**src/rtl/mem_pkg.sv**
```systemverilog
package mem_pkg;

  typedef logic [31:0] word_t;
  typedef logic [3:0]  strb_t;
  typedef logic [4:0]  mem_opcode_t;
  typedef logic [2:0]  excp_t;
  typedef logic [1:0]  plv_t;
  typedef logic [19:0] vpn_t;
  typedef logic [19:0] ppn_t;
  typedef logic [2:0]  cfg_idx_t;

  // Bit positions inside mem_opcode_t.
  localparam int OP_STORE     = 0;
  localparam int OP_SIZE_BYTE = 1;
  localparam int OP_SIZE_HALF = 2;
  localparam int OP_SIZE_WORD = 3;
  localparam int OP_LOAD_SIGN = 4;

  localparam excp_t EXC_ALE  = 3'd0;
  localparam excp_t EXC_TLBR = 3'd1;
  localparam excp_t EXC_PIL  = 3'd2;
  localparam excp_t EXC_PIS  = 3'd3;
  localparam excp_t EXC_PPI  = 3'd4;
  localparam excp_t EXC_PME  = 3'd5;

  localparam cfg_idx_t CFG_PLV   = 3'd0;
  localparam cfg_idx_t CFG_DMW   = 3'd1;
  localparam cfg_idx_t CFG_PAGE0 = 3'd2;
  localparam cfg_idx_t CFG_PAGE1 = 3'd3;
  localparam cfg_idx_t CFG_PAGE2 = 3'd4;
  localparam cfg_idx_t CFG_PAGE3 = 3'd5;

  // Fields of the CFG_DMW value.
  localparam int DMW_EN_BIT   = 0;
  localparam int DMW_PSEG_LSB = 25;
  localparam int DMW_VSEG_LSB = 29;

  // Fields of a CFG_PAGEn value. The ppn field is narrow and zero-extended.
  localparam int PG_VALID_BIT = 0;
  localparam int PG_DIRTY_BIT = 1;
  localparam int PG_PLV_LSB   = 2;
  localparam int PG_PPN_LSB   = 4;
  localparam int PG_PPN_W     = 8;
  localparam int PG_VPN_LSB   = 12;

endpackage

```
**src/rtl/mmu_csr.sv**
```systemverilog
`timescale 1ns/1ns

module mmu_csr #(
  parameter int MAP_ENTRIES = 4
) (
  input  logic                   clk,
  input  logic                   reset,
  input  logic                   cfg_we,
  input  mem_pkg::cfg_idx_t      cfg_idx,
  input  mem_pkg::word_t         cfg_wdata,
  output mem_pkg::plv_t          plv,
  output logic                   dmw_en,
  output logic [2:0]             dmw_vseg,
  output logic [2:0]             dmw_pseg,
  output mem_pkg::vpn_t          page_vpn [MAP_ENTRIES],
  output mem_pkg::ppn_t          page_ppn [MAP_ENTRIES],
  output logic [MAP_ENTRIES-1:0] page_valid,
  output logic [MAP_ENTRIES-1:0] page_dirty,
  output mem_pkg::plv_t          page_plv [MAP_ENTRIES]
);
  import mem_pkg::*;

  always_ff @(posedge clk) begin
    if (reset) begin
      plv        <= '0; // Start in the most privileged level.
      dmw_en     <= 1'b0;
      dmw_vseg   <= '0;
      dmw_pseg   <= '0;
      page_valid <= '0;
      page_dirty <= '0;
      for (int i = 0; i < MAP_ENTRIES; i++) begin
        page_vpn[i] <= '0;
        page_ppn[i] <= '0;
        page_plv[i] <= '0;
      end
    end else if (cfg_we) begin
      if (cfg_idx == CFG_PLV) begin
        plv <= cfg_wdata[1:0];
      end
      if (cfg_idx == CFG_DMW) begin
        dmw_en   <= cfg_wdata[DMW_EN_BIT];
        dmw_vseg <= cfg_wdata[DMW_VSEG_LSB +: 3];
        dmw_pseg <= cfg_wdata[DMW_PSEG_LSB +: 3];
      end
      for (int i = 0; i < MAP_ENTRIES; i++) begin
        if (cfg_idx == cfg_idx_t'(CFG_PAGE0 + i)) begin
          page_vpn[i]   <= cfg_wdata[PG_VPN_LSB +: 20];
          page_ppn[i]   <= ppn_t'(cfg_wdata[PG_PPN_LSB +: PG_PPN_W]);
          page_plv[i]   <= cfg_wdata[PG_PLV_LSB +: 2];
          page_valid[i] <= cfg_wdata[PG_VALID_BIT];
          page_dirty[i] <= cfg_wdata[PG_DIRTY_BIT];
        end
      end
    end
  end

endmodule

```
**config.mk**
```make
export PLATFORM = sky130hd
export DESIGN_NAME = mmu_csr
export DESIGN_NICKNAME = d
export VERILOG_FILES = /design/src/rtl/mem_pkg.sv /design/src/rtl/mmu_csr.sv
export SDC_FILE = /design/constraint.sdc
export NUM_CORES = 1
export LEC_CHECK = 0
export BUFFER_PORTS_ARGS = -buffer_cell sky130_fd_sc_hd__buf_2
export CORE_MARGIN = 2
export CORE_UTILIZATION = 49
export DETAILED_ROUTE_END_ITERATION = 10
export GPL_TIMING_DRIVEN = 0
export PLACE_DENSITY = 0.8
export SYNTH_ARGS = -nofsm -noshare
export SYNTH_HDL_FRONTEND = slang
export SYNTH_SLANG_ARGS = --single-unit
```
**constraint.sdc**
```tcl
create_clock -name clk -period 1.35 [get_ports clk]
set_input_delay 0.27 -clock clk [delete_from_list [all_inputs] [get_ports clk]]
set_output_delay 0.27 -clock clk [all_outputs]
set_load 0.01 [all_outputs]
```
* Yosys cells after proc, flatten, opt, wreduce, memory -nomap -nowiden
Index checks and enable logic that the tools add are counted.
** Word-level totals
- Register bits :: 137
- Input port bits :: 38
- Output and inout bits :: 185
- Word-level logic and storage cells :: 36
** Operators by class
- Eq/ne operators :: 5
- Reductions and logical operators :: 7
** Operators with widths (number)
- AND reduction 2 bit :: 6
- equality test 3 x 2 -> 1 bit, second input constant :: 2
- equality test 3 bit, second input constant :: 2
- equality test 3 x 1 -> 1 bit, second input constant :: 1
- logical NOT 3 bit :: 1

* Longest topological paths before layout
- Depth in word-level cells :: 2
- Mapped depth :: 4
- Gate-level depth less buffers :: 2

* Worst setup path before layout
OpenSTA, ideal clock, no wires.
- Path type :: in2reg
- Start :: in cfg_idx[2]
- End :: reg page_vpn[62] (netlist name)
- Library setup time :: 0.072 ns
- Arrival :: 0.965 ns
- Data required time :: 1.278 ns
- Path slack :: 0.313 ns
- Stages :: 4
- Buffers on the path :: 2
- Cells stage by stage :: and4bb_1 -> buf_6 -> buf_6 -> mux2i_1
** On the way
- Word-level cells in the longest chain between the ends :: 2
** RTL lines
- start, declared :: line mmu_csr.sv:9 : input mem_pkg::cfg_idx_t cfg_idx,
- equality test 3 x 2 -> 1 bit :: line mmu_csr.sv:46 : if (cfg_idx == cfg_idx_t'(CFG_PAGE0 + i)) begin
- AND reduction 2 bit (no line)
- end signal, assigned by index :: line mmu_csr.sv:47 : page_vpn[i] <= cfg_wdata[PG_VPN_LSB +: 20];
- end, declared :: line mmu_csr.sv:15 : output mem_pkg::vpn_t page_vpn [MAP_ENTRIES],
Every way passes these cells.
A chain may end at the register's enable or synchronous reset.

* Final worst setup path
- Start :: reg page_vpn[11] (netlist name)
- End :: out page_vpn[11] (netlist name)
No word-level cell between the ends.

==> run_results.csv <==
group,metric,value,unit
sta,worstMarginPinSlew,594.6,ps
clocking,cts_sinks,137,
hold_path,hp-class,"input pin to register",
power,ir_worst_vdd,855.5,uV
power,power_leakage,4.181,nW
worst_setup_path,cp.required,1080,ps
floorplan,die-area,12800,sq um
route,drt-pass1-iter-count,7,
clocking,root_buffer,"clkbuf_16",
worst_setup_path,worstPathArrival,920,ps
synthesis,yosysTopAreaCellShare,46.98,%
power,seqPwrFrac,42.8,%
sta,fin_crit_sh,88.34,%
synthesis,seq_area_frac_synth,46.98,%
worst_setup_path,r2r_cells,2,
route,drt_iter0_drc,220,
outcome,status,"finished, violations left",
power,comb_power_share,8.3,%
worst_setup_path,cpPeakStageDelay,350,ps
sta,drv_slew,0,
sta,whs,172.4,ps
worst_setup_path,r2r_slack,620,ps
layout,finalNonFillerCells,931,
layout,area_growth,31.38,%
clocking,h-tree-depth,4,
placement,placed_cells,899,
worst_setup_path,cp_top_family,"flip-flops",
sta,fin_skew,0,ps
power,p_switching,0.002295,W
clocking,cts_tree,"built",
synthesis,syn_area,5838,sq um
sta,min_period,1193,ps
outcome,violations,"design-rule violations",
route,wl_per_cell,16.14,um
synthesis,synth.distinct_cells,13,
sta,maxSlewHeadroom,59.80,%
worst_setup_path,worstSetupEndpointType,"primary output",
clocking,post_cts_buffers,0,
worst_setup_path,startpoint,"page_vpn[11]",
worst_setup_path,crit_fanout,2,
global_route,grt_antenna_before_repair,0,
layout,final_nets,813,
placement,placed_area,7059,sq um
clocking,clk_path_buf_depth,2,
power,switching_share,23.48,%
placement,routabilityCongestion,0.7789,
clocking,path_clk_slew,60,ps
worst_setup_path,critPathBufInv,1,
placement,post-place-ws,-58.29,ps
placement,io_buffers,173,
run,maxCapViolations,0,
floorplan,start_util,50.70,%
placement,dp_hpwl,10910,um
clocking,cts_hold_buffers,0,
synthesis,ys_seq_elements,137,
synthesis,yosysTopAreaCell,"dfxtp_1",
route,drcViolationCount,20,
global_route,track_usage,23.70,%
hold_path,min_from,"cfg_wdata[4]",
global_route,grt_pass1_wl,23560,um
route,vias,4401,
layout,post-route-util,66.60,%
hold_path,min_delay_path_depth,3,
worst_setup_path,r2r_start,"page_vpn[11]",
floorplan,io-pin-count,223,
sta,finalHoldViolations,0,
layout,insertedDiodeCount,0,
clocking,cts_buffers,17,
sta,worst_slack,157.4,ps
global_route,overflow,0,
power,p_int,0.007482,W
synthesis,synthCells,536,
global_route,first_global_vias,4506,
worst_setup_path,critical_path_class,"register to primary output",
sta,setup_viol,0,
power,p_per_area,1275,nW/um^2
worst_setup_path,cp-start-kind,"register",
floorplan,core,11520,sq um
sta,rsz0062_at_grt,"no",
route,viasPerCell,4.727,
clocking,post_cts_resized,0,
worst_setup_path,reg2reg_to,"page_vpn[11]",
floorplan,std_cell_rows,39,
synthesis,avgSynthCellArea,10.89,sq um
synthesis,yosys_warnings,0,
sta,clock.fmax,838.5,MHz
clocking,insertion_delay,420,ps
route,routed_wl,15030,um
route,ant_nets,0,
worst_setup_path,crit_chain,"buf_2",
hold_path,hold_end,"page_ppn[60]",
global_route,grt_max_degree,17,
layout,drive_above_1_share,34.64,%
synthesis,synth_area_leaders,"dfxtp_1 47%, mux2i_1 23%, nand2b_1 18%",
floorplan,die_y,113.2,um
floorplan,die_w,113.2,um
power,clkPwrFrac,48.9,%
worst_setup_path,crit_slowest_cell,"dfxtp_1",
layout,finalInstanceArea,7670,sq um
-- state kept, by name, indices dropped and copies added (netlist names) --
signal / flops
page_plv: 8
page_vpn: 80
page_ppn: 32
page_valid: 4
dmw_en: 1
dmw_vseg: 3
page_dirty: 4
dmw_pseg: 3
plv: 2
-- power by group through the flow --
stage	clock network (W)	registers (W)	logic [W]
detailed placement	0	0.00427	0.000805
floorplan	0	0.00431	0.000497
global placement	0	0.00426	0.000789
finish	0.00478	0.00418	0.000813
CTS	0.00483	0.00418	0.000812
global route	0.00503	0.00419	0.000877
-- cell families after synthesis --
group	after synthesis	synth area share, %
AND/OR/NAND/NOR	178	19.74
multiplexers	137	23.49
other	1	0.06423
flip-flops	137	46.98
buffers and inverters	83	9.730
-- metrics by stage --
step	TNS (ps)	total power [W]
6_report	0	0.009778
5_1_grt	0	0.01010
4_1_cts	0	0.009821
3_5_place_dp	-479.5	0.005072
3_3_place_gp	-204.6	0.005052
2_1_floorplan	0	0.004804
-- cells in the final DEF (no fill, tap or decap), drive strengths merged --
cell / count
bufinv: 3
conb: 48
and4bb: 1
and4b: 2
nor4b: 1
clkinv: 5
nand2b: 169
dfxtp: 137
clkinvlp: 3
inv: 3
nand4b: 2
clkbuf: 35
buf: 239
nand4bb: 3
mux2i: 137
-- synth_stat cells --
| cell | n |
|---|---|
| nor4b_1 | 1 |
| buf_6 | 7 |
| conb_1 | 1 |
| buf_4 | 52 |
| nand4b_1 | 2 |
| nand4bb_1 | 3 |
| buf_2 | 7 |
| and4bb_1 | 1 |
| dfxtp_1 | 137 |
| clkbuf_1 | 17 |
| nand2b_1 | 169 |
| mux2i_1 | 137 |
| and4b_2 | 2 |
-- worst max path at each step --
| stage | to | slack (ps) | cells after the start |
|---|---|---|---|
| 6_report | page_vpn[11] | 160 | 1 |
| 5_1_grt | page_ppn[27] | 120 | 1 |
| 4_1_cts | page_vpn[11] | 140 | 1 |
| 3_5_place_dp | page_vpn[64] | -60 | 4 |
| 3_3_place_gp | page_vpn[65] | -20 | 4 |
| 2_1_floorplan | page_vpn[62] | 310 | 4 |
-- final cells by class --
class,instances,area [sq um]
repair buffers,173,865.8
clock buffers,18,439.2
well taps,143,178.9
clock inverters,14,171.4
flip-flops and latches,137,2743
fillers,919,3846
multi-input cells,363,2704
plain buffers,83,568.0
-- per-layer routing --
metal	share of wire (%)	GRT usage, %	up-vias
li1	-	-	2152
met1	41	27.51	2057
met2	49	40.72	174
met3	8.9	8.409	18
met4	1.5	7.967	0
met5	0	0	-
No activity file was read; power rests on OpenSTA's default activity.
