[config.mk]
export PLATFORM = sky130hd
export DESIGN_NAME = mmu
export DESIGN_NICKNAME = d
export VERILOG_FILES = /design/src/rtl/mem_pkg.sv /design/src/rtl/mmu.sv
export SDC_FILE = /design/constraint.sdc
export NUM_CORES = 1
export LEC_CHECK = 0
export BUFFER_PORTS_ARGS = -buffer_cell sky130_fd_sc_hd__buf_2
export CAP_MARGIN = 20
export CORE_AREA = 2 2 157 159
export DETAILED_ROUTE_END_ITERATION = 8
export DIE_AREA = 0 0 159 161
export GPL_ROUTABILITY_DRIVEN = 0
export GPL_TIMING_DRIVEN = 0
export PLACE_DENSITY = 0.41
export SLEW_MARGIN = 20
export SYNTH_ARGS = -nofsm -noshare
export SYNTH_HDL_FRONTEND = slang
export SYNTH_SLANG_ARGS = --single-unit
[constraint.sdc]
create_clock -name vclk -period 3.5
set_input_delay 0.175 -clock vclk [all_inputs]
set_output_delay 0.175 -clock vclk [all_outputs]
set_load 0.02 [all_outputs]
[src/rtl/mem_pkg.sv]
package mem_pkg;

  typedef logic [31:0] word_t;
  typedef logic [3:0]  strb_t;
  typedef logic [4:0]  mem_opcode_t;
  typedef logic [2:0]  excp_t;
  typedef logic [1:0]  plv_t;
  typedef logic [19:0] vpn_t;
  typedef logic [19:0] ppn_t;
  typedef logic [2:0]  cfg_idx_t;

  // Bit positions inside mem_opcode_t.
  localparam int OP_STORE     = 0;
  localparam int OP_SIZE_BYTE = 1;
  localparam int OP_SIZE_HALF = 2;
  localparam int OP_SIZE_WORD = 3;
  localparam int OP_LOAD_SIGN = 4;

  localparam excp_t EXC_ALE  = 3'd0;
  localparam excp_t EXC_TLBR = 3'd1;
  localparam excp_t EXC_PIL  = 3'd2;
  localparam excp_t EXC_PIS  = 3'd3;
  localparam excp_t EXC_PPI  = 3'd4;
  localparam excp_t EXC_PME  = 3'd5;

  localparam cfg_idx_t CFG_PLV   = 3'd0;
  localparam cfg_idx_t CFG_DMW   = 3'd1;
  localparam cfg_idx_t CFG_PAGE0 = 3'd2;
  localparam cfg_idx_t CFG_PAGE1 = 3'd3;
  localparam cfg_idx_t CFG_PAGE2 = 3'd4;
  localparam cfg_idx_t CFG_PAGE3 = 3'd5;

  // Fields of the CFG_DMW value.
  localparam int DMW_EN_BIT   = 0;
  localparam int DMW_PSEG_LSB = 25;
  localparam int DMW_VSEG_LSB = 29;

  // Fields of a CFG_PAGEn value. The ppn field is narrow and zero-extended.
  localparam int PG_VALID_BIT = 0;
  localparam int PG_DIRTY_BIT = 1;
  localparam int PG_PLV_LSB   = 2;
  localparam int PG_PPN_LSB   = 4;
  localparam int PG_PPN_W     = 8;
  localparam int PG_VPN_LSB   = 12;

endpackage

[src/rtl/mmu.sv]
`timescale 1ns/1ns

module mmu #(
  parameter int MAP_ENTRIES = 4
) (
  input  logic                   mmu_req,
  input  mem_pkg::word_t         mmu_addr,
  input  logic                   mmu_we,
  input  logic [1:0]             mmu_size,
  input  mem_pkg::strb_t         mmu_wstrb,
  input  mem_pkg::word_t         mmu_wdata,
  output logic                   mmu_addr_ok,
  output logic                   mmu_data_ok,
  output mem_pkg::word_t         mmu_rdata,
  output logic                   mmu_tlbr,
  output logic                   mmu_pil,
  output logic                   mmu_pis,
  output logic                   mmu_ppi,
  output logic                   mmu_pme,
  input  mem_pkg::plv_t          plv,
  input  logic                   dmw_en,
  input  logic [2:0]             dmw_vseg,
  input  logic [2:0]             dmw_pseg,
  input  mem_pkg::vpn_t          page_vpn [MAP_ENTRIES],
  input  mem_pkg::ppn_t          page_ppn [MAP_ENTRIES],
  input  logic [MAP_ENTRIES-1:0] page_valid,
  input  logic [MAP_ENTRIES-1:0] page_dirty,
  input  mem_pkg::plv_t          page_plv [MAP_ENTRIES],
  output logic                   ram_req,
  output mem_pkg::word_t         ram_addr,
  output logic                   ram_we,
  output mem_pkg::strb_t         ram_wstrb,
  output mem_pkg::word_t         ram_wdata,
  input  logic                   ram_addr_ok,
  input  logic                   ram_data_ok,
  input  mem_pkg::word_t         ram_rdata
);
  import mem_pkg::*;

  logic  dmw_hit;
  logic  any_hit;
  logic  sel_valid;
  logic  sel_dirty;
  plv_t  sel_plv;
  ppn_t  sel_ppn;
  logic  mapped;
  logic  misaligned;

  assign dmw_hit = dmw_en && mmu_addr[31:29] == dmw_vseg;

  // Lowest matching entry wins.
  always_comb begin
    any_hit   = 1'b0;
    sel_valid = 1'b0;
    sel_dirty = 1'b0;
    sel_plv   = '0;
    sel_ppn   = '0;
    for (int i = MAP_ENTRIES - 1; i >= 0; i--) begin
      if (page_vpn[i] == mmu_addr[31:12]) begin
        any_hit   = 1'b1;
        sel_valid = page_valid[i];
        sel_dirty = page_dirty[i];
        sel_plv   = page_plv[i];
        sel_ppn   = page_ppn[i];
      end
    end
  end

  assign mapped   = !dmw_hit && any_hit && sel_valid;
  assign mmu_tlbr = !dmw_hit && !any_hit;
  assign mmu_pil  = !dmw_hit && any_hit && !sel_valid && !mmu_we;
  assign mmu_pis  = !dmw_hit && any_hit && !sel_valid && mmu_we;
  assign mmu_ppi  = mapped && plv > sel_plv;
  assign mmu_pme  = mapped && plv <= sel_plv && mmu_we && !sel_dirty;

  // The RAM never sees a misaligned or faulting access.
  assign misaligned = mmu_size == 2'd1 && mmu_addr[0]
                      || mmu_size == 2'd2 && mmu_addr[1:0] != 2'b00;

  assign ram_req   = mmu_req && !misaligned
                     && !(mmu_tlbr || mmu_pil || mmu_pis || mmu_ppi || mmu_pme);
  assign ram_addr  = dmw_hit ? {dmw_pseg, mmu_addr[28:0]} : {sel_ppn, mmu_addr[11:0]};
  assign ram_we    = mmu_we;
  assign ram_wstrb = mmu_wstrb;
  assign ram_wdata = mmu_wdata;

  assign mmu_addr_ok = ram_addr_ok;
  assign mmu_data_ok = ram_data_ok;
  assign mmu_rdata   = ram_rdata;

endmodule

---- Word-level counts from Yosys, hierarchy flattened ----
Cells that the tools add are included.
word-level totals
  bits in registers ....................... 0
  input bits .............................. 291
  output and inout port bits .............. 109
  word-level logic and storage cells ...... 58
cells by class
  order comparisons ....................... 2
  eq/ne operators ......................... 7
  muxes and demuxes ....................... 21
  reductions and logical operators ........ 28
operator list
  kind                  count
  $eq A20 B20 Y1        4
  $mux W20              4
  $mux W32              1
  $logic_and A1 B1 Y1   15
  $mux W1               12
  $mux W2               4
  $logic_not A1 Y1      7
  $logic_or A1 B1 Y1    5
  $eq A3 B3 Y1          1
  $eq A2 B1 Y1 const B  1
  $eq A2 B2 Y1 const B  1
  $gt A2 B2 Y1          1
  $le A2 B2 Y1          1
  $reduce_bool A2 Y1    1

---- Longest topological paths before layout ----
  word-level depth ........................ 14
  mapped depth ............................ 17
  gate-level depth less buffers ........... 14

---- Worst setup path after synthesis ----
No wires, ideal clock.
  kind .................................... input-to-output
  start ................................... input port mmu_addr[16]
  end ..................................... output port ram_req
  data arrival time ....................... 3.023 ns
  data required time ...................... 3.325 ns
  path slack .............................. 0.302 ns
  cell stages on the path ................. 15
  path buffers ............................ 2
  cell sequence ........................... buf_2 -> xor2_1 -> nor4_2 -> nand3_1 -> or2_1 -> buf_6 -> mux2_1 -> mux2i_1 -> ha_1 -> nor2b_1 -> o21ai_0 -> o31ai_1 -> a31oi_1 -> o2111ai_1 -> a21oi_1
on the way
  longest elaborated chain between the ends .. 14
  elaborated cells between the ends (all ways) .. 41
  those cells by class .................... order compare (2); eq/ne (4); mux (16); reduce/logical (19)
ends and longest elaborated chain
  element                                                RTL line   text
  start, declared                                        mmu.sv:7   input mem_pkg::word_t mmu_addr,
  branches (longest 11 deep; another with $le A2 B2 Y1)  --
  $logic_or A1 B1 Y1 *                                   mmu.sv:81  && !(mmu_tlbr || mmu_pil || mmu_pis || mmu_ppi || mmu_pme);
  $logic_not A1 Y1 *                                     mmu.sv:81
  $logic_and A1 B1 Y1 *                                  mmu.sv:81
  end, declared                                          mmu.sv:29  output logic ram_req,
Mark *: on every way between the ends.

---- Worst setup path after layout ----
  start ................................... input port mmu_addr[25]
  end ..................................... output port ram_req
Same word-level chain as after synthesis.

==> key figures <==
Outcome
  – Status: finished, final reports clean

Worst setup path
  – Worst-path maximum fanout: 5
  – Crit path max-delay cell type: or4_1
  – Worst path required time: 3.32 ns
  – Setup CP Type: input pin to output pin
  – CP top delay family: simple AND/OR/NAND/NOR gates
  – Arrival time at the worst endpoint: 3.15 ns
  – CP max stage delay: 0.57 ns
  – Critical-path cell list: buf_6 > xor2_1 > or4_1 > nor2_4 > nand3_1 > o21ai_1 > mux2_4 > mux2i_1 > ha_1 > nor2b_4 > o21ai_4 > o31ai_2 > a31oi_1 > o2111ai_2 > a21oi_1 > buf_4
  – Worst setup EP type: output pin
  – WP buf/inv: 2
  – Crit start category: input pin

Yosys
  – Top-count cell post-synth: buf_4
  – Mapped cell area: 0.002756 mm²
  – Register area share after synthesis: 0%
  – Syn Nets: 669
  – Synth area leaders: buf_4, xor2_1, xnor2_1
  – Syn Inst Count: 376
  – Post-synth top area share: 22.61%
  – Syn_area_per_cell: 7.331 µm²
  – YS warnings: 0
  – Top cells by instance count after synthesis: buf_4, xor2_1, nand2_1
  – Yosys top cell by area: buf_4
  – Yosys cell types: 47

STA
  – Final setup viols: 0
  – Slew Limit Fails: 0
  – Worst slew pin tran: 0.8648 ns
  – Final Cycle Share: 95.01%
  – Final Hold Viols: 0
  – Fin Setup TNS: 0 ns
  – Relative slew slack: 42.35%
  – F_max: 300.7 MHz
  – Final min period: 3.325 ns

Drt
  – Routed WL per cell: 18.56 µm
  – Number of routed nets with antenna violations: 0
  – 1st-iter DRT viols: 87
  – DR pass1 iterations: 4
  – Vias: 3864
  – Final wirelength: 18780 µm
  – Drt drc: 0
  – Vias per cell: 3.818

Final layout
  – Fin nets: 981
  – Sequential cell area: 0 µm²
  – Area grow syn2layout: 82.39%
  – Clock buf count: 0
  – Core Util, Final: 20.98%
  – Share of cells above drive strength 1: 67.93%
  – Sequential cell count: 0
  – Layout Cells excl Fill: 1012

Job
  – Max cap viols: 0

Place
  – DPL Wire Length: 16460 µm
  – I/O Buffers: 300
  – # placed instances: 1000

Global route
  – Largest net degree at the start of global routing: 11
  – First-pass GRT wire length: 25540 µm
  – Total GRT Usage: 13.56%
  – Grt total ovfl: 0
  – Antenna violations before repair: 4
  – Vias in the first global route: 3946

Floorplanning
  – Die area: 0.02560 mm²
  – Die height: 161 µm
  – Core Rows: 57
  – Initial Util: 11.50%
  – Die Width: 159 µm
  – IO Pins: 400
  – Core Box Area: 0.02396 mm²

Pwr
  – Final Total Pwr: 0.5476 mW
  – Maximum VDD drop: 0.00004228 V
  – LEAKAGE: 2.529 nW
  – Pwr/cell area: 108.9 mW/mm²

Hold path
  – Hold Crit Class: input pin to output pin
==> report_power, final <==
group	switching [mW]	internal (mW)	total [mW]
combinational	0.282	0.265	0.548
sequential	0	0	0
clock	0	0.0000000765	0.0000000765
==> stage by stage <==
step / hold slack (ns) / setup WS (ns) / area [µm²]
2_1_floorplan: 0.4328 / 0.3022 / 2756
3_3_place_gp: 0.5680 / -0.6662 / 4663
3_5_place_dp: 0.5677 / -0.6357 / 4663
4_1_cts: 0.5678 / 0.006134 / 4803
5_1_grt: 0.5702 / -0.003539 / 5027
6_report: 0.5665 / 0.1748 / 5027
==> cell families (layout without fill, tap and decap cells) <==
kind of cell,Yosys count,in the layout,share of synthesized area (%)
AOI/OAI and AO/OA,83,83,24.10
xor gates and xnor gates,83,83,26.37
adders and majority gates,2,2,0.9077
buffers and inverters,123,433,30.96
muxes,3,3,1.135
other,0,2,0
and+or+nand+nor,82,82,16.52
==> final timing paths <==
path,cells after the start,from,slack (ns),endpoint
worst max-delay path,16,mmu_addr[25],0.17,ram_req
worst min-delay path,2,ram_addr_ok,0.57,mmu_addr_ok
==> per-layer routing <==
layer	GRT usage (%)	vias up	part of all wire, %	wire (µm)
met1	15.92	1749	40	7436
met2	26.32	216	52	9828
met5	0	-	0.12	23
met4	1.736	4	1.5	285
met3	2.260	18	6.4	1207
li1	-	1877	-	-
==> cells in the final DEF, fill, tap and decap left out, types with 3 or more instances in the layout <==
master	n
buf_2	309
buf_4	98
xor2_1	59
nand2_1	26
a221oi_1	20
o22ai_1	17
xnor2_1	15
buf_6	13
o31ai_2	11
nor4_1	10
o31ai_1	7
nand3_1	6
inv_1	5
xnor2_2	5
nand4_1	5
nor4_2	5
nor2_1	5
clkbuf_1	5
o21ai_0	5
a21oi_1	4
o21ai_1	4
nor4_4	3
o21a_1	3
==> area by class of cell <==
class	instances	area (µm²)
tap	324	405.4
buffer	118	903.4
antenna	2	5.005
fill	2776	18940
inverter	5	18.77
timing repair buffer	310	1579
multi-input combinational	253	2116
==> what timing repair did <==
action / in CTS / in global routing
setup buffers: 5 / 5
cloned: 0 / 0
gates resized for setup: 26 / 39
hold buffers: 0 / 0
pin swaps: 9 / 18
endpoints found under the setup margin: 3 / 2
endpoints found under the hold margin: 0 / 0
No activity file was read; power rests on OpenSTA's default activity.
