==> config.mk <==
export PLATFORM = sky130hd
export DESIGN_NAME = lsu
export DESIGN_NICKNAME = d
export VERILOG_FILES = /design/src/rtl/mem_pkg.sv /design/src/rtl/lsu.sv
export SDC_FILE = /design/constraint.sdc
export NUM_CORES = 1
export LEC_CHECK = 0
export BUFFER_PORTS_ARGS = -buffer_cell sky130_fd_sc_hd__buf_2
export CORE_MARGIN = 1.5
export CORE_UTILIZATION = 30
export CTS_BUF_LIST = sky130_fd_sc_hd__clkbuf_8
export DETAILED_ROUTE_END_ITERATION = 16
export PLACE_DENSITY = 0.7
export SLEW_MARGIN = 0
export SYNTH_ARGS = -nofsm -noshare
export SYNTH_HDL_FRONTEND = slang
export SYNTH_SLANG_ARGS = --single-unit
==> constraint.sdc <==
create_clock -name clk -period 2.5 [get_ports clk]
set_input_delay 0.125 -clock clk [delete_from_list [all_inputs] [get_ports clk]]
set_output_delay 0.125 -clock clk [all_outputs]
set_load 0.05 [all_outputs]
==> src/rtl/mem_pkg.sv <==
package mem_pkg;

  typedef logic [31:0] word_t;
  typedef logic [3:0]  strb_t;
  typedef logic [4:0]  mem_opcode_t;
  typedef logic [2:0]  excp_t;
  typedef logic [1:0]  plv_t;
  typedef logic [19:0] vpn_t;
  typedef logic [19:0] ppn_t;
  typedef logic [2:0]  cfg_idx_t;

  // Bit positions inside mem_opcode_t.
  localparam int OP_STORE     = 0;
  localparam int OP_SIZE_BYTE = 1;
  localparam int OP_SIZE_HALF = 2;
  localparam int OP_SIZE_WORD = 3;
  localparam int OP_LOAD_SIGN = 4;

  localparam excp_t EXC_ALE  = 3'd0;
  localparam excp_t EXC_TLBR = 3'd1;
  localparam excp_t EXC_PIL  = 3'd2;
  localparam excp_t EXC_PIS  = 3'd3;
  localparam excp_t EXC_PPI  = 3'd4;
  localparam excp_t EXC_PME  = 3'd5;

  localparam cfg_idx_t CFG_PLV   = 3'd0;
  localparam cfg_idx_t CFG_DMW   = 3'd1;
  localparam cfg_idx_t CFG_PAGE0 = 3'd2;
  localparam cfg_idx_t CFG_PAGE1 = 3'd3;
  localparam cfg_idx_t CFG_PAGE2 = 3'd4;
  localparam cfg_idx_t CFG_PAGE3 = 3'd5;

  // Fields of the CFG_DMW value.
  localparam int DMW_EN_BIT   = 0;
  localparam int DMW_PSEG_LSB = 25;
  localparam int DMW_VSEG_LSB = 29;

  // Fields of a CFG_PAGEn value. The ppn field is narrow and zero-extended.
  localparam int PG_VALID_BIT = 0;
  localparam int PG_DIRTY_BIT = 1;
  localparam int PG_PLV_LSB   = 2;
  localparam int PG_PPN_LSB   = 4;
  localparam int PG_PPN_W     = 8;
  localparam int PG_VPN_LSB   = 12;

endpackage

==> src/rtl/lsu.sv <==
`timescale 1ns/1ns

module lsu (
  input  logic                 clk,
  input  logic                 reset,
  input  logic                 cancel,
  output logic                 ready,
  input  logic                 valid,
  input  logic                 start,
  input  mem_pkg::word_t       addr,
  input  mem_pkg::mem_opcode_t opcode,
  input  mem_pkg::word_t       st_data,
  output logic                 have_excp,
  output mem_pkg::excp_t       excp_type,
  output logic                 ok,
  input  logic                 accept_ok,
  output mem_pkg::word_t       ld_data,
  output logic                 mmu_req,
  output mem_pkg::word_t       mmu_addr,
  output logic                 mmu_we,
  output logic [1:0]           mmu_size,
  output mem_pkg::strb_t       mmu_wstrb,
  output mem_pkg::word_t       mmu_wdata,
  input  logic                 mmu_addr_ok,
  input  logic                 mmu_data_ok,
  input  mem_pkg::word_t       mmu_rdata,
  input  logic                 mmu_tlbr,
  input  logic                 mmu_pil,
  input  logic                 mmu_pis,
  input  logic                 mmu_ppi,
  input  logic                 mmu_pme
);
  import mem_pkg::*;

  logic        wait_for_addr_ok;
  logic        wait_for_data_ok;
  logic        ok_not_accepted;
  word_t       ld_data_buf;
  logic [1:0]  addr_lowbit_buf;
  mem_opcode_t opcode_buf;
  word_t       ld_data_inner;
  logic        stage2_allowin;
  logic        misaligned;

  // ==================================================
  // Request tracking
  // ==================================================
  // A new address may only be accepted if its answer will find a free result slot.
  assign stage2_allowin = (!wait_for_data_ok || mmu_data_ok) && (!ok || accept_ok);

  assign mmu_req = (start || wait_for_addr_ok) && stage2_allowin;

  assign ready = !((wait_for_addr_ok || start && !cancel) && !mmu_addr_ok)
                 && (!ok || accept_ok); // Low while a request or result is stuck.

  always_ff @(posedge clk) begin
    if (reset) begin
      wait_for_addr_ok <= 1'b0;
    end else if (mmu_addr_ok) begin
      wait_for_addr_ok <= 1'b0;
    end else if (start && !cancel) begin
      wait_for_addr_ok <= 1'b1;
    end
  end

  always_ff @(posedge clk) begin
    if (reset) begin
      wait_for_data_ok <= 1'b0;
    end else if (mmu_addr_ok) begin
      wait_for_data_ok <= 1'b1;
    end else if (mmu_data_ok) begin
      wait_for_data_ok <= 1'b0;
    end
  end

  always_ff @(posedge clk) begin
    if (mmu_addr_ok) begin
      addr_lowbit_buf <= mmu_addr[1:0]; // Needed to align the returning word.
      opcode_buf      <= opcode;
    end
  end

  // ==================================================
  // Result holding
  // ==================================================
  assign ok      = mmu_data_ok || ok_not_accepted;
  assign ld_data = ok_not_accepted ? ld_data_buf : ld_data_inner;

  always_ff @(posedge clk) begin
    if (reset) begin
      ok_not_accepted <= 1'b0;
    end else if (mmu_data_ok && !accept_ok) begin
      ok_not_accepted <= 1'b1;
    end else if (accept_ok) begin
      ok_not_accepted <= 1'b0;
    end
  end

  always_ff @(posedge clk) begin
    if (mmu_data_ok && !accept_ok) begin
      ld_data_buf <= ld_data_inner;
    end
  end

  // ==================================================
  // Store formatting
  // ==================================================
  assign mmu_addr = addr;
  assign mmu_we   = opcode[OP_STORE];
  assign mmu_size = opcode[OP_SIZE_BYTE] ? 2'd0 : opcode[OP_SIZE_HALF] ? 2'd1 : 2'd2;

  always_comb begin
    mmu_wstrb = 4'b0000;
    mmu_wdata = st_data;
    if (opcode[OP_STORE]) begin
      if (opcode[OP_SIZE_BYTE]) begin
        mmu_wstrb = 4'b0001 << addr[1:0];
        mmu_wdata = {4{st_data[7:0]}}; // Byte lanes all carry the same byte.
      end else if (opcode[OP_SIZE_HALF]) begin
        mmu_wstrb = addr[1] ? 4'b1100 : 4'b0011;
        mmu_wdata = {2{st_data[15:0]}};
      end else begin
        mmu_wstrb = 4'b1111;
      end
    end
  end

  // ==================================================
  // Exceptions
  // ==================================================
  assign misaligned = opcode[OP_SIZE_HALF] && addr[0]
                      || opcode[OP_SIZE_WORD] && addr[1:0] != 2'b00;

  always_comb begin
    have_excp = valid;
    excp_type = EXC_ALE;
    if (!valid || misaligned) begin
      excp_type = EXC_ALE; // Alignment wins over every translation fault.
    end else if (mmu_tlbr) begin
      excp_type = EXC_TLBR;
    end else if (mmu_pil) begin
      excp_type = EXC_PIL;
    end else if (mmu_pis) begin
      excp_type = EXC_PIS;
    end else if (mmu_ppi) begin
      excp_type = EXC_PPI;
    end else if (mmu_pme) begin
      excp_type = EXC_PME;
    end else begin
      have_excp = 1'b0;
    end
  end

  // ==================================================
  // Load alignment
  // ==================================================
  always_comb begin
    logic [7:0]  load_b;
    logic [15:0] load_h;
    load_b = mmu_rdata[8*addr_lowbit_buf +: 8];
    load_h = addr_lowbit_buf[1] ? mmu_rdata[31:16] : mmu_rdata[15:0];
    if (opcode_buf[OP_SIZE_BYTE]) begin
      ld_data_inner = {{24{load_b[7] && opcode_buf[OP_LOAD_SIGN]}}, load_b};
    end else if (opcode_buf[OP_SIZE_HALF]) begin
      ld_data_inner = {{16{load_h[15] && opcode_buf[OP_LOAD_SIGN]}}, load_h};
    end else begin
      ld_data_inner = mmu_rdata;
    end
  end

endmodule

# --- After elaboration in Yosys (flattened, before gate mapping) ---
# Index checks and enable logic that the tools add are counted.
word_totals:
  ff_bits: 42
  in_bits: 114
  out_inout_bits: 110
classes:
  shifts: 2
  reduce_logical: 28
  mux: 29
op_table:
  columns: ["operator", "n"]
  rows:
  - ["$mux 32", 6]
  - ["$shiftx 32x6->8", 1]
  - ["$mux 3", 6]
  - ["$mux 16", 1]
  - ["$mux 4", 4]
  - ["$logic_and 1x1->1", 10]
  - ["$mux 1", 10]
  - ["$logic_not 1->1", 7]
  - ["$logic_or 1x1->1", 7]
  - ["$reduce_bool 2->1", 3]
  - ["$mux 2", 2]
  - ["$shl 1x2->4 const A", 1]
  - ["$reduce_or 2->1", 1]

# --- Logic depth before layout (Yosys ltp) ---
# Gate-level depths: netlist (run 1).
logic_depth:
  depth_word: 6
  depth_mapped: 5
  ltp_nobuf: 3

# --- Worst setup path after synthesis (run 1) ---
# No wires, ideal clock.
synth_timing:
  path_kind: "register -> output"
  from: "register opcode_buf[1]"
  to: "output port ld_data[3]"
  arrival_ps: 2142
  stages_incl_launch_ff: 6
  path_slack_ps: 233
  cell_sequence: "edfxtp_1 buf_2 inv_1 buf_2 nor2_1 o31ai_1"
synth_between:
  elab_chain_cells: 2
synth_lines:
  columns: ["element", "line", "text"]
  rows:
  - ["from (decl)", "lsu.sv:40", "mem_opcode_t opcode_buf;"]
  - ["from (signal assigned)", "lsu.sv:79", "opcode_buf <= opcode;"]
  - ["$mux 32", "lsu.sv:162", "if (opcode_buf[OP_SIZE_BYTE]) begin"]
  - ["$mux 32", "lsu.sv:87", "assign ld_data = ok_not_accepted ? ld_data_buf : ld_data_inner;"]
  - ["to (decl)", "lsu.sv:17", "output mem_pkg::word_t ld_data,"]
# Every way passes these cells.

# --- Worst setup path in the final report (run 1) ---
layout_timing:
  from: "register addr_lowbit_buf[0]"
  to: "output port ld_data[19]"
layout_between:
  elab_chain_cells: 4
layout_lines:
  columns: ["element", "line", "text"]
  rows:
  - ["from (decl)", "lsu.sv:39", "logic [1:0] addr_lowbit_buf;"]
  - ["from (signal assigned)", "lsu.sv:78", "addr_lowbit_buf <= mmu_addr[1:0];"]
  - ["$shiftx 32x6->8", "lsu.sv:160", "load_b = mmu_rdata[8*addr_lowbit_buf +: 8];"]
  - ["$logic_and 1x1->1", "lsu.sv:163", "ld_data_inner = {{24{load_b[7] && opcode_buf[OP_LOAD_SIGN]}}, load_b};"]
  - ["$mux 32", "lsu.sv:162", null]
  - ["$mux 32", "lsu.sv:87", null]
# Every way passes these cells.

==> impl_metrics.py, run 1 <==
metrics = {
    "place": {
        "io_buffers": 163,
        "place_hpwl_um": 8810,
        "gp_congestion": 0.894,
        "post-place-ws_ns": 0.332,
        "placed_area_sq_um": 4110,
        "placed_cells": 635,
    },
    "global_routing": {
        "grt_antenna_before_repair": 1,
        "globalRouteTotalUtil_pct": 17.8,
        "grt_pass1_vias": 3353,
        "gr-total-overflow": 0,
        "grt_start_max_net_pins": 65,
        "grt_pass1_wl_um": 17600,
    },
    "worst_setup_path": {
        "r2r-end": "ld_data_buf[24]",
        "path_depth": 5,
        "reg2reg_from": "addr_lowbit_buf[0]",
        "reg2reg_depth": 4,
        "worst_path_max_delay_cell": "edfxtp_1",
        "worstPathArrival_ns": 2.21,
        "critPathBufInv": 2,
        "cpLargestDelayFamily": "flip-flops",
        "cp.required_ns": 2.38,
        "crit_path_max_incr_delay_ns": 0.60,
        "crit_path_end_kind": "output port",
        "cp-start-kind": "register",
        "rrSetupSlack_ns": 0.58,
        "crit_type": "reg -> out",
        "path_max_fanout": 32,
        "startpoint": "addr_lowbit_buf[0]",
        "worstPathCellList": "mux2_2, a32oi_4, buf_4, a21oi_1, buf_2",
    },
    "sta": {
        "setup_viol": 0,
        "finalCriticalPeriod_ns": 2.33,
        "tightest_slew_ns": 0.650,
        "drv_slew": 0,
        "min_period_over_period_pct": 93.3,
        "finalWorstSetupSlack_ns": 0.168,
        "hold_viol_final": 0,
        "fmax_mhz": 429,
        "skew_ns": 0.0133,
        "whs_ns": 0.0177,
        "setup-tns-final_ns": 0,
        "max_slew_margin_pct": 56.6,
        "rsz0062_at_grt": "false",
    },
    "yosys": {
        "synth-simple-area-share_pct": 18.6,
        "syn_inst": 393,
        "synth_top_area_share_pct": 31.6,
        "synth_top_area_cell": "edfxtp_1",
        "synth.distinct_cells": 36,
        "synthXorXnorAreaFrac_pct": 0,
        "synth_top_family_by_area": "compound AO/OA/AOI/OAI gates",
        "syn_nets": 507,
        "synth-compound-area-share_pct": 21.3,
        "synthTopCellsByArea": "edfxtp_1 (32%), buf_4 (9.0%), a21oi_1 (7.3%)",
        "synth_area_sq_um": 3520,
        "synth_warnings": 0,
        "ys_seq_area_share_pct": 33.3,
        "synth.area.mux_share_pct": 12.2,
        "synth_area_per_cell_sq_um": 8.95,
        "synthAdderAreaFrac_pct": 0,
        "ys_ff_latch": 40,
    },
    "clock_tree": {
        "clk_latency_ns": 0.30,
        "cts-root-buf": "clkbuf_8",
        "clockBufferDepth": 2,
        "cts_sinks": 40,
        "clk_pin_slew_ns": 0.07,
        "htreeDepth": 2,
        "tritoncts": "yes",
        "numCtsBuffers": 5,
    },
    "die": {
        "dieArea_sq_um": 12400,
        "initial_core_util_pct": 30.8,
        "rows": 39,
        "chipHeight_um": 111,
        "core_area_sq_um": 11400,
        "die_w_um": 111,
        "pin_count": 224,
    },
    "drt": {
        "viasPerCell": 5.37,
        "vias": 3482,
        "wl_per_cell_um": 17.7,
        "drc": 0,
        "first_pass_iters": 4,
        "antenna_left": 0,
        "wirelength_um": 11500,
        "drtIter0Drc": 345,
    },
    "flow_run": {
        "drv_cap": 0,
    },
    "final_layout": {
        "multi_input_area_sq_um": 1840,
        "final_layout_size_suffix_gt1_share_pct": 42.1,
        "fin_area_sq_um": 4230,
        "fin_nets": 617,
        "seq_area_sq_um": 1170,
        "final_common_cell": "buf_2",
        "finish.utilization_pct": 37.1,
        "final_cell_mix": "buf_2 (163), a21oi_1 (51), nand2_1 (50)",
        "fin_cells": 648,
        "area_growth_pct": 20.3,
        "fillers": 1178,
    },
    "power_and_ir_drop": {
        "power.density_nw_per_um2": 564,
        "peakVddDrop_v": 0.000279,
        "power_mw": 2.39,
        "p_leak_nw": 1.96,
    },
    "min_path": {
        "hold_depth": 1,
        "hold_path_end": "opcode_buf[4]",
        "hp-class": "in -> reg",
        "hold_start": "opcode[4]",
    },
    "run_status": {
        "status": "completed",
    },
}
==> layout make-up <==
cell class / instances / area share, %
clock inverter: 3 / 0.444
inverter: 7 / 0.621
tap: 143 / 4.23
clock buffer: 5 / 1.63
sequential: 40 / 27.7
multi-input combinational: 273 / 43.4
antenna: 1 / 0.0591
timing repair buffer: 176 / 21.9
==> report_power, final <==
group          switching, mW  internal (mW)  total, mW  leakage, nW
clock network          0.235          0.195      0.429       0.0479
logic                  0.828          0.322       1.15         1.52
registers             0.0212          0.786      0.807        0.389
total                   1.08           1.30       2.39         1.96
==> logic make-up (layout without fill, tap and decap cells) <==
group                  count (synthesis)  count (layout)
AO/OA/AOI/OAI                        115             115
AND/OR/NAND/NOR                      131             131
other                                  0               1
flip-flops                            40              40
multiplexers                          27              27
buffers and inverters                 80             191
==> cells in the mapped netlist, drive strengths merged <==
master / count
buf: 56
a21oi: 54
nand2: 51
edfxtp: 37
nor2b: 29
nor2: 27
mux2: 19
clkbuf: 17
o22ai: 16
a211oi: 9
and3: 9
a311oi: 8
a31oi: 8
and4b: 8
mux4: 8
o31ai: 8
inv: 7
nor3: 5
o21ai: 4
dfxtp: 3
o21a: 3
a22oi: 1
a32oi: 1
a41oi: 1
and2: 1
and3b: 1
o21bai: 1
o22a: 1
==> registers in the layout, summed over array words and instances, names as in the netlist <==
name	flops
ok_not_accepted	1
ld_data_buf	32
wait_for_data_ok	1
wait_for_addr_ok	1
opcode_buf	3
addr_lowbit_buf	2
==> timing repair <==
action	CTS	global route
setup endpoints to repair	0	17
resized for setup	0	1
hold buffers	1	0
hold endpoints to repair	1	0
setup buffers	0	3
==> routing by layer <==
layer  global-route usage (%)  wire length, um  part of all wire [%]
met5                        0                0                     0
met2                     32.1             5930                    52
met4                     8.10              414                   3.6
met1                     20.3             4130                    36
met3                     3.44              972                   8.5
==> worst max path at each step <==
stage / to / slack, ns
floorplan: ld_data[3] / 0.23
global placement: ld_data[7] / 0.37
detailed placement: ld_data[7] / 0.33
CTS: ld_data[7] / 0.01
global route: ld_data[17] / 0.05
finish: ld_data[19] / 0.17
Note: power is estimated with default switching activity, not from simulation.
==> run 2, diff against run 1 <==
- CORE_MARGIN: 1.5 -> 1
- SLEW_MARGIN: 0 -> not set
==> run 2 against run 1 <==
  * Clock power is 24% higher
  * Largest cell class unchanged
  * Setup slack worse by 0.015 ns
  * Clock-buffer cell count stayed put
  * Largest power group unchanged
  * Highest routed layer is now met5
  * Core utilization is 0.21 points lower
  * Sequential power hardly changed
==> impl_metrics.py, run 2 (same netlist as run 1, synthesis figures left out) <==
metrics = {
    "run_status": {
        "status": "completed",
    },
    "sta": {
        "min_period_over_period_pct": 93.9,
        "finalWorstSetupSlack_ns": 0.153,
        "hold_viol_final": 0,
        "setup-tns-final_ns": 0,
        "finalCriticalPeriod_ns": 2.35,
        "max_slew_margin_pct": 52.7,
        "skew_ns": 0.00842,
        "tightest_slew_ns": 0.709,
        "rsz0062_at_grt": "false",
        "drv_slew": 0,
        "fmax_mhz": 426,
        "setup_viol": 0,
    },
    "final_layout": {
        "final_layout_size_suffix_gt1_share_pct": 41.6,
        "area_growth_pct": 19.6,
        "largestRegisters": "ld_data_buf (32), opcode_buf (3), addr_lowbit_buf (2)",
        "fin_cells": 644,
        "top_register": "ld_data_buf",
        "fillers": 1164,
        "largest_register_ffs": 32,
        "fin_nets": 613,
        "final_common_cell": "buf_2",
        "finish.utilization_pct": 36.9,
        "final_cell_mix": "buf_2 (163), a21oi_1 (51), nand2_1 (51)",
    },
    "worst_setup_path": {
        "worst_path_max_delay_cell": "inv_1",
        "worstPathArrival_ns": 2.22,
        "crit_type": "reg -> out",
        "cp-start-kind": "register",
        "reg2reg_from": "addr_lowbit_buf[0]",
        "startpoint": "opcode_buf[1]",
        "crit_path_max_incr_delay_ns": 0.57,
        "cp.required_ns": 2.38,
        "critPathBufInv": 2,
        "path_max_fanout": 24,
        "crit_path_end_kind": "output port",
        "worstPathCellList": "inv_1, nor2_1, o31ai_1, buf_2",
        "cpLargestDelayFamily": "buffers and inverters",
    },
    "power_and_ir_drop": {
        "p_sw_mw": 1.08,
        "power_mw": 2.48,
        "peakVddDrop_v": 0.000300,
        "intPower_mw": 1.40,
        "p_leak_nw": 1.94,
        "combPwrFrac_pct": 45.9,
        "switching_share_pct": 43.6,
        "power.density_nw_per_um2": 588,
        "clkPwrFrac_pct": 21.5,
        "p_seq_share_pct": 32.6,
    },
    "drt": {
        "wl_met2_um": 5610,
        "viasPerCell": 5.35,
        "drtIter0Drc": 249,
        "drc": 0,
        "antenna_left": 0,
        "wirelength_um": 11100,
        "top_layer_used": "met5",
        "first_pass_iters": 4,
        "dr_wl_met3_um": 947,
        "wl_per_cell_um": 17.2,
        "vias": 3445,
        "wl_met1_um": 4220,
    },
    "clock_tree": {
        "clk_pin_slew_ns": 0.08,
        "ctsHoldBuffers": 0,
        "cts_sinks": 40,
        "htreeDepth": 2,
        "clk_latency_ns": 0.29,
        "cts_setup_buffers": 0,
        "numCtsBuffers": 5,
        "ctsResizeCount": 0,
        "tritoncts": "yes",
        "cts-root-buf": "clkbuf_8",
        "clockBufferDepth": 2,
    },
    "die": {
        "dieArea_sq_um": 12200,
        "pin_count": 224,
        "initial_core_util_pct": 30.8,
        "rows": 39,
        "die_w_um": 110,
        "chipHeight_um": 110,
        "core_area_sq_um": 11400,
    },
    "global_routing": {
        "gr-total-overflow": 0,
        "grt_pass1_vias": 2957,
        "grt_antenna_before_repair": 2,
        "grt_start_max_net_pins": 65,
        "globalRouteTotalUtil_pct": 16.9,
        "grt_pass1_wl_um": 15400,
    },
    "place": {
        "place_hpwl_um": 8400,
        "io_buffers": 163,
        "gp_congestion": 0.842,
        "placed_cells": 633,
        "post-place-ws_ns": 0.468,
    },
    "min_path": {
        "hp-class": "in -> reg",
        "hold_start": "reset",
    },
    "flow_run": {
        "drv_cap": 0,
    },
}
==> run 2: cell count changes in the layout (fill, tap and decap cells not counted), sizes merged <==
cell | before | now
bufinv | 0 | 1
dlygate4sd3 | 1 | 0
buf | 175 | 172
clkinvlp | 0 | 1
clkinv | 3 | 1
==> run 2: worst register-to-register path: cells and delay by family (launching register included) <==
family | cells | cell delay, ns
compound gates | 1 | 0.22
mux | 1 | 0.38
buf+inv | 1 | 0.35
simple gates | 1 | 0.14
flops | 1 | 0.60
==> run 2: final timing paths <==
path,end,slack (ns),cells after the start
min reg2reg,ok_not_accepted,0.58,2
max,ld_data[4],0.15,4
max reg2reg,ld_data_buf[19],0.56,4
min,wait_for_data_ok,0.02,2
==> run 2: through the flow <==
stage | hold slack, ns | cell area (sq um)
floorplan | 0.197 | 3520
global placement | 0.250 | 4080
detailed placement | 0.250 | 4080
CTS | 0.0131 | 4190
global route | 0.0156 | 4210
finish | 0.0242 | 4210
==> run 2: metal layers <==
| layer | track usage [%] | up-vias |
|---|---|---|
| met1 | 19.3 | 1616 |
| met2 | 30.6 | 169 |
| met3 | 3.53 | 34 |
| met5 | 0 | - |
| li1 | - | 1624 |
| met4 | 6.77 | 2 |
==> run 2: layout make-up <==
class	instances	area (sq um)	share of cell area (%)
multi-input combinational	273	1830	43.6
sequential	40	1170	27.8
timing repair buffer	172	883	21.0
tap	143	179	4.25
clock buffer	5	68.8	1.64
clock inverter	3	42.5	1.01
inverter	7	26.3	0.624
antenna	1	2.50	0.0595
==> run 2: power groups by stage <==
stage                     Sequential (mW)  Combinational (mW)  Clock, mW
after global placement              0.822                1.12          0
after global routing                0.811                1.21      0.566
after CTS                           0.810                1.14      0.547
final                               0.807                1.14      0.531
after detailed placement            0.825                1.13          0
after floorplan                     0.810                1.00          0
==> run 3, diff against run 2 <==
- GPL_TIMING_DRIVEN: not set -> 0
- PLACE_DENSITY: 0.7 -> 0.72
- clock period: 2.5 -> 2 ns (I/O delays scaled with it)
==> run 3 against run 2 <==
  * The run now ends with negative setup slack left
  * Hold slack improved by 0.0014 ns
  * Clock-buffer cell count stayed put
  * Final area increased by 27%
  * Power rose by 47%
  * Combinational power up 73%
==> impl_metrics.py, run 3 (same netlist as run 1, synthesis figures left out) <==
metrics = {
    "run_status": {
        "status": "finished with violations",
        "violations": "negative setup slack",
    },
    "worst_setup_path": {
        "worstPathCellList": "buf_6, mux2_4, a32oi_4, buf_12, buf_6, a21oi_2, buf_6",
        "crit_path_max_incr_delay_ns": 0.38,
        "reg2reg_from": "addr_lowbit_buf[0]",
        "cpLargestDelayFamily": "buffers and inverters",
        "crit_type": "reg -> out",
        "startpoint": "addr_lowbit_buf[1]",
        "worst_path_max_delay_cell": "edfxtp_1",
        "cp.required_ns": 1.90,
        "cp-start-kind": "register",
        "crit_path_end_kind": "output port",
        "path_max_fanout": 8,
        "worstPathArrival_ns": 1.91,
        "critPathBufInv": 4,
        "cpMostUsedCell": "buf_6",
    },
    "drt": {
        "wl_per_cell_um": 18.3,
        "drc": 0,
        "first_pass_iters": 6,
        "vias": 4043,
        "drtIter0Drc": 176,
        "antenna_left": 0,
        "viasPerCell": 5.36,
        "wirelength_um": 13800,
    },
    "clock_tree": {
        "clockBufferDepth": 2,
        "numCtsBuffers": 5,
        "clk_latency_ns": 0.30,
        "cts_sinks": 40,
        "cts-root-buf": "clkbuf_8",
        "htreeDepth": 2,
        "clk_pin_slew_ns": 0.08,
        "tritoncts": "yes",
    },
    "final_layout": {
        "top_register": "ld_data_buf",
        "largestRegisters": "ld_data_buf (32), opcode_buf (3), addr_lowbit_buf (2)",
        "final_common_cell": "buf_2",
        "area_growth_pct": 51.6,
        "fin_cells": 754,
        "final_cell_mix": "buf_2 (170), buf_4 (61), nand2_1 (50)",
        "fillers": 1087,
        "largest_register_ffs": 32,
        "final_layout_size_suffix_gt1_share_pct": 57.5,
        "fin_nets": 723,
        "fin_area_sq_um": 5330,
    },
    "global_routing": {
        "grt_pass1_wl_um": 19500,
        "gr-total-overflow": 0,
        "grt_pass1_vias": 3740,
        "grt_start_max_net_pins": 33,
        "grt_antenna_before_repair": 2,
        "globalRouteTotalUtil_pct": 21.5,
    },
    "sta": {
        "whs_ns": 0.0256,
        "max_slew_margin_pct": 34.5,
        "rsz0062_at_grt": "true",
        "setup-tns-final_ns": -0.0568,
        "min_period_over_period_pct": 101,
        "skew_ns": 0.00814,
        "fmax_mhz": 496,
        "hold_viol_final": 0,
        "finalWorstSetupSlack_ns": -0.0143,
        "drv_slew": 0,
        "tightest_slew_ns": 0.981,
        "setup_viol": 7,
        "finalCriticalPeriod_ns": 2.01,
    },
    "power_and_ir_drop": {
        "power_mw": 3.65,
        "p_leak_nw": 2.53,
        "p_sw_mw": 1.62,
        "switching_share_pct": 44.4,
        "p_seq_share_pct": 27.4,
        "peakVddDrop_v": 0.000363,
        "power.density_nw_per_um2": 684,
        "combPwrFrac_pct": 54.1,
        "intPower_mw": 2.03,
        "clkPwrFrac_pct": 18.5,
    },
    "flow_run": {
        "drv_cap": 0,
    },
    "place": {
        "placed_area_sq_um": 4710,
        "place_hpwl_um": 10700,
        "placed_cells": 728,
        "gp_congestion": 0.949,
        "io_buffers": 192,
    },
    "min_path": {
        "hp-class": "in -> reg",
        "hold_start": "opcode[1]",
    },
    "die": {
        "rows": 39,
        "die_w_um": 110,
        "core_area_sq_um": 11400,
        "initial_core_util_pct": 30.8,
        "pin_count": 224,
        "dieArea_sq_um": 12200,
        "chipHeight_um": 110,
    },
}
[run 3: per-layer routing]
metal / routed length [um] / global-route usage [%] / up-vias
met5: 10 / 0 / -
met4: 607 / 9.96 / 2
met3: 1170 / 3.76 / 45
met2: 7120 / 40.1 / 269
met1: 4920 / 23.5 / 1876
li1: - / - / 1851
[run 3: power groups by stage]
stage	registers [mW]	logic [mW]	clock network (mW)
2_1_floorplan	1.01	1.27	0
3_3_place_gp	1.01	1.69	0
3_5_place_dp	1.02	1.71	0
4_1_cts	0.999	1.89	0.679
5_1_grt	1.01	2.07	0.717
6_report	1.00	1.97	0.675
[run 3: metrics by stage]
| stage | worst slack (ns) | utilization [%] |
|---|---|---|
| 3_5_place_dp | 0.0949 | 41.2 |
| 6_report | -0.0143 | 46.7 |
| 4_1_cts | -0.0486 | 45.3 |
| 5_1_grt | -0.0728 | 46.7 |
| 3_3_place_gp | -0.828 | 41.1 |
| 2_1_floorplan | 0.0204 | - |
[run 3: cell type report]
cell class	instances	area [sq um]	share of cell area [%]
Timing Repair Buffer	210	1300	24.4
Sequential cell	40	1170	22.0
Inverter	7	28.8	0.540
Clock inverter	3	38.8	0.727
Multi-Input combinational cell	273	2010	37.6
Clock buffer	5	68.8	1.29
Antenna cell	1	2.50	0.0469
Buffer	72	537	10.1
Tap cell	143	179	3.35
[run 3: final timing paths]
check,end,slack [ns],depth (start not counted)
worst max register to register,ld_data_buf[0],0.17,8
worst min register to register,wait_for_addr_ok,0.59,2
worst max-delay path,ld_data[31],-0.01,7
worst min-delay path,opcode_buf[1],0.03,1
[run 3: what timing repair did]
action / 4_1_cts / 5_1_grt
endpoints found under the setup margin: 32 / 33
pin swaps: 3 / 5
cloned: 1 / 0
hold endpoints to repair: 4 / 1
buffers inserted: 10 / 4
hold buffers: 2 / 1
gates resized for setup: 79 / 51
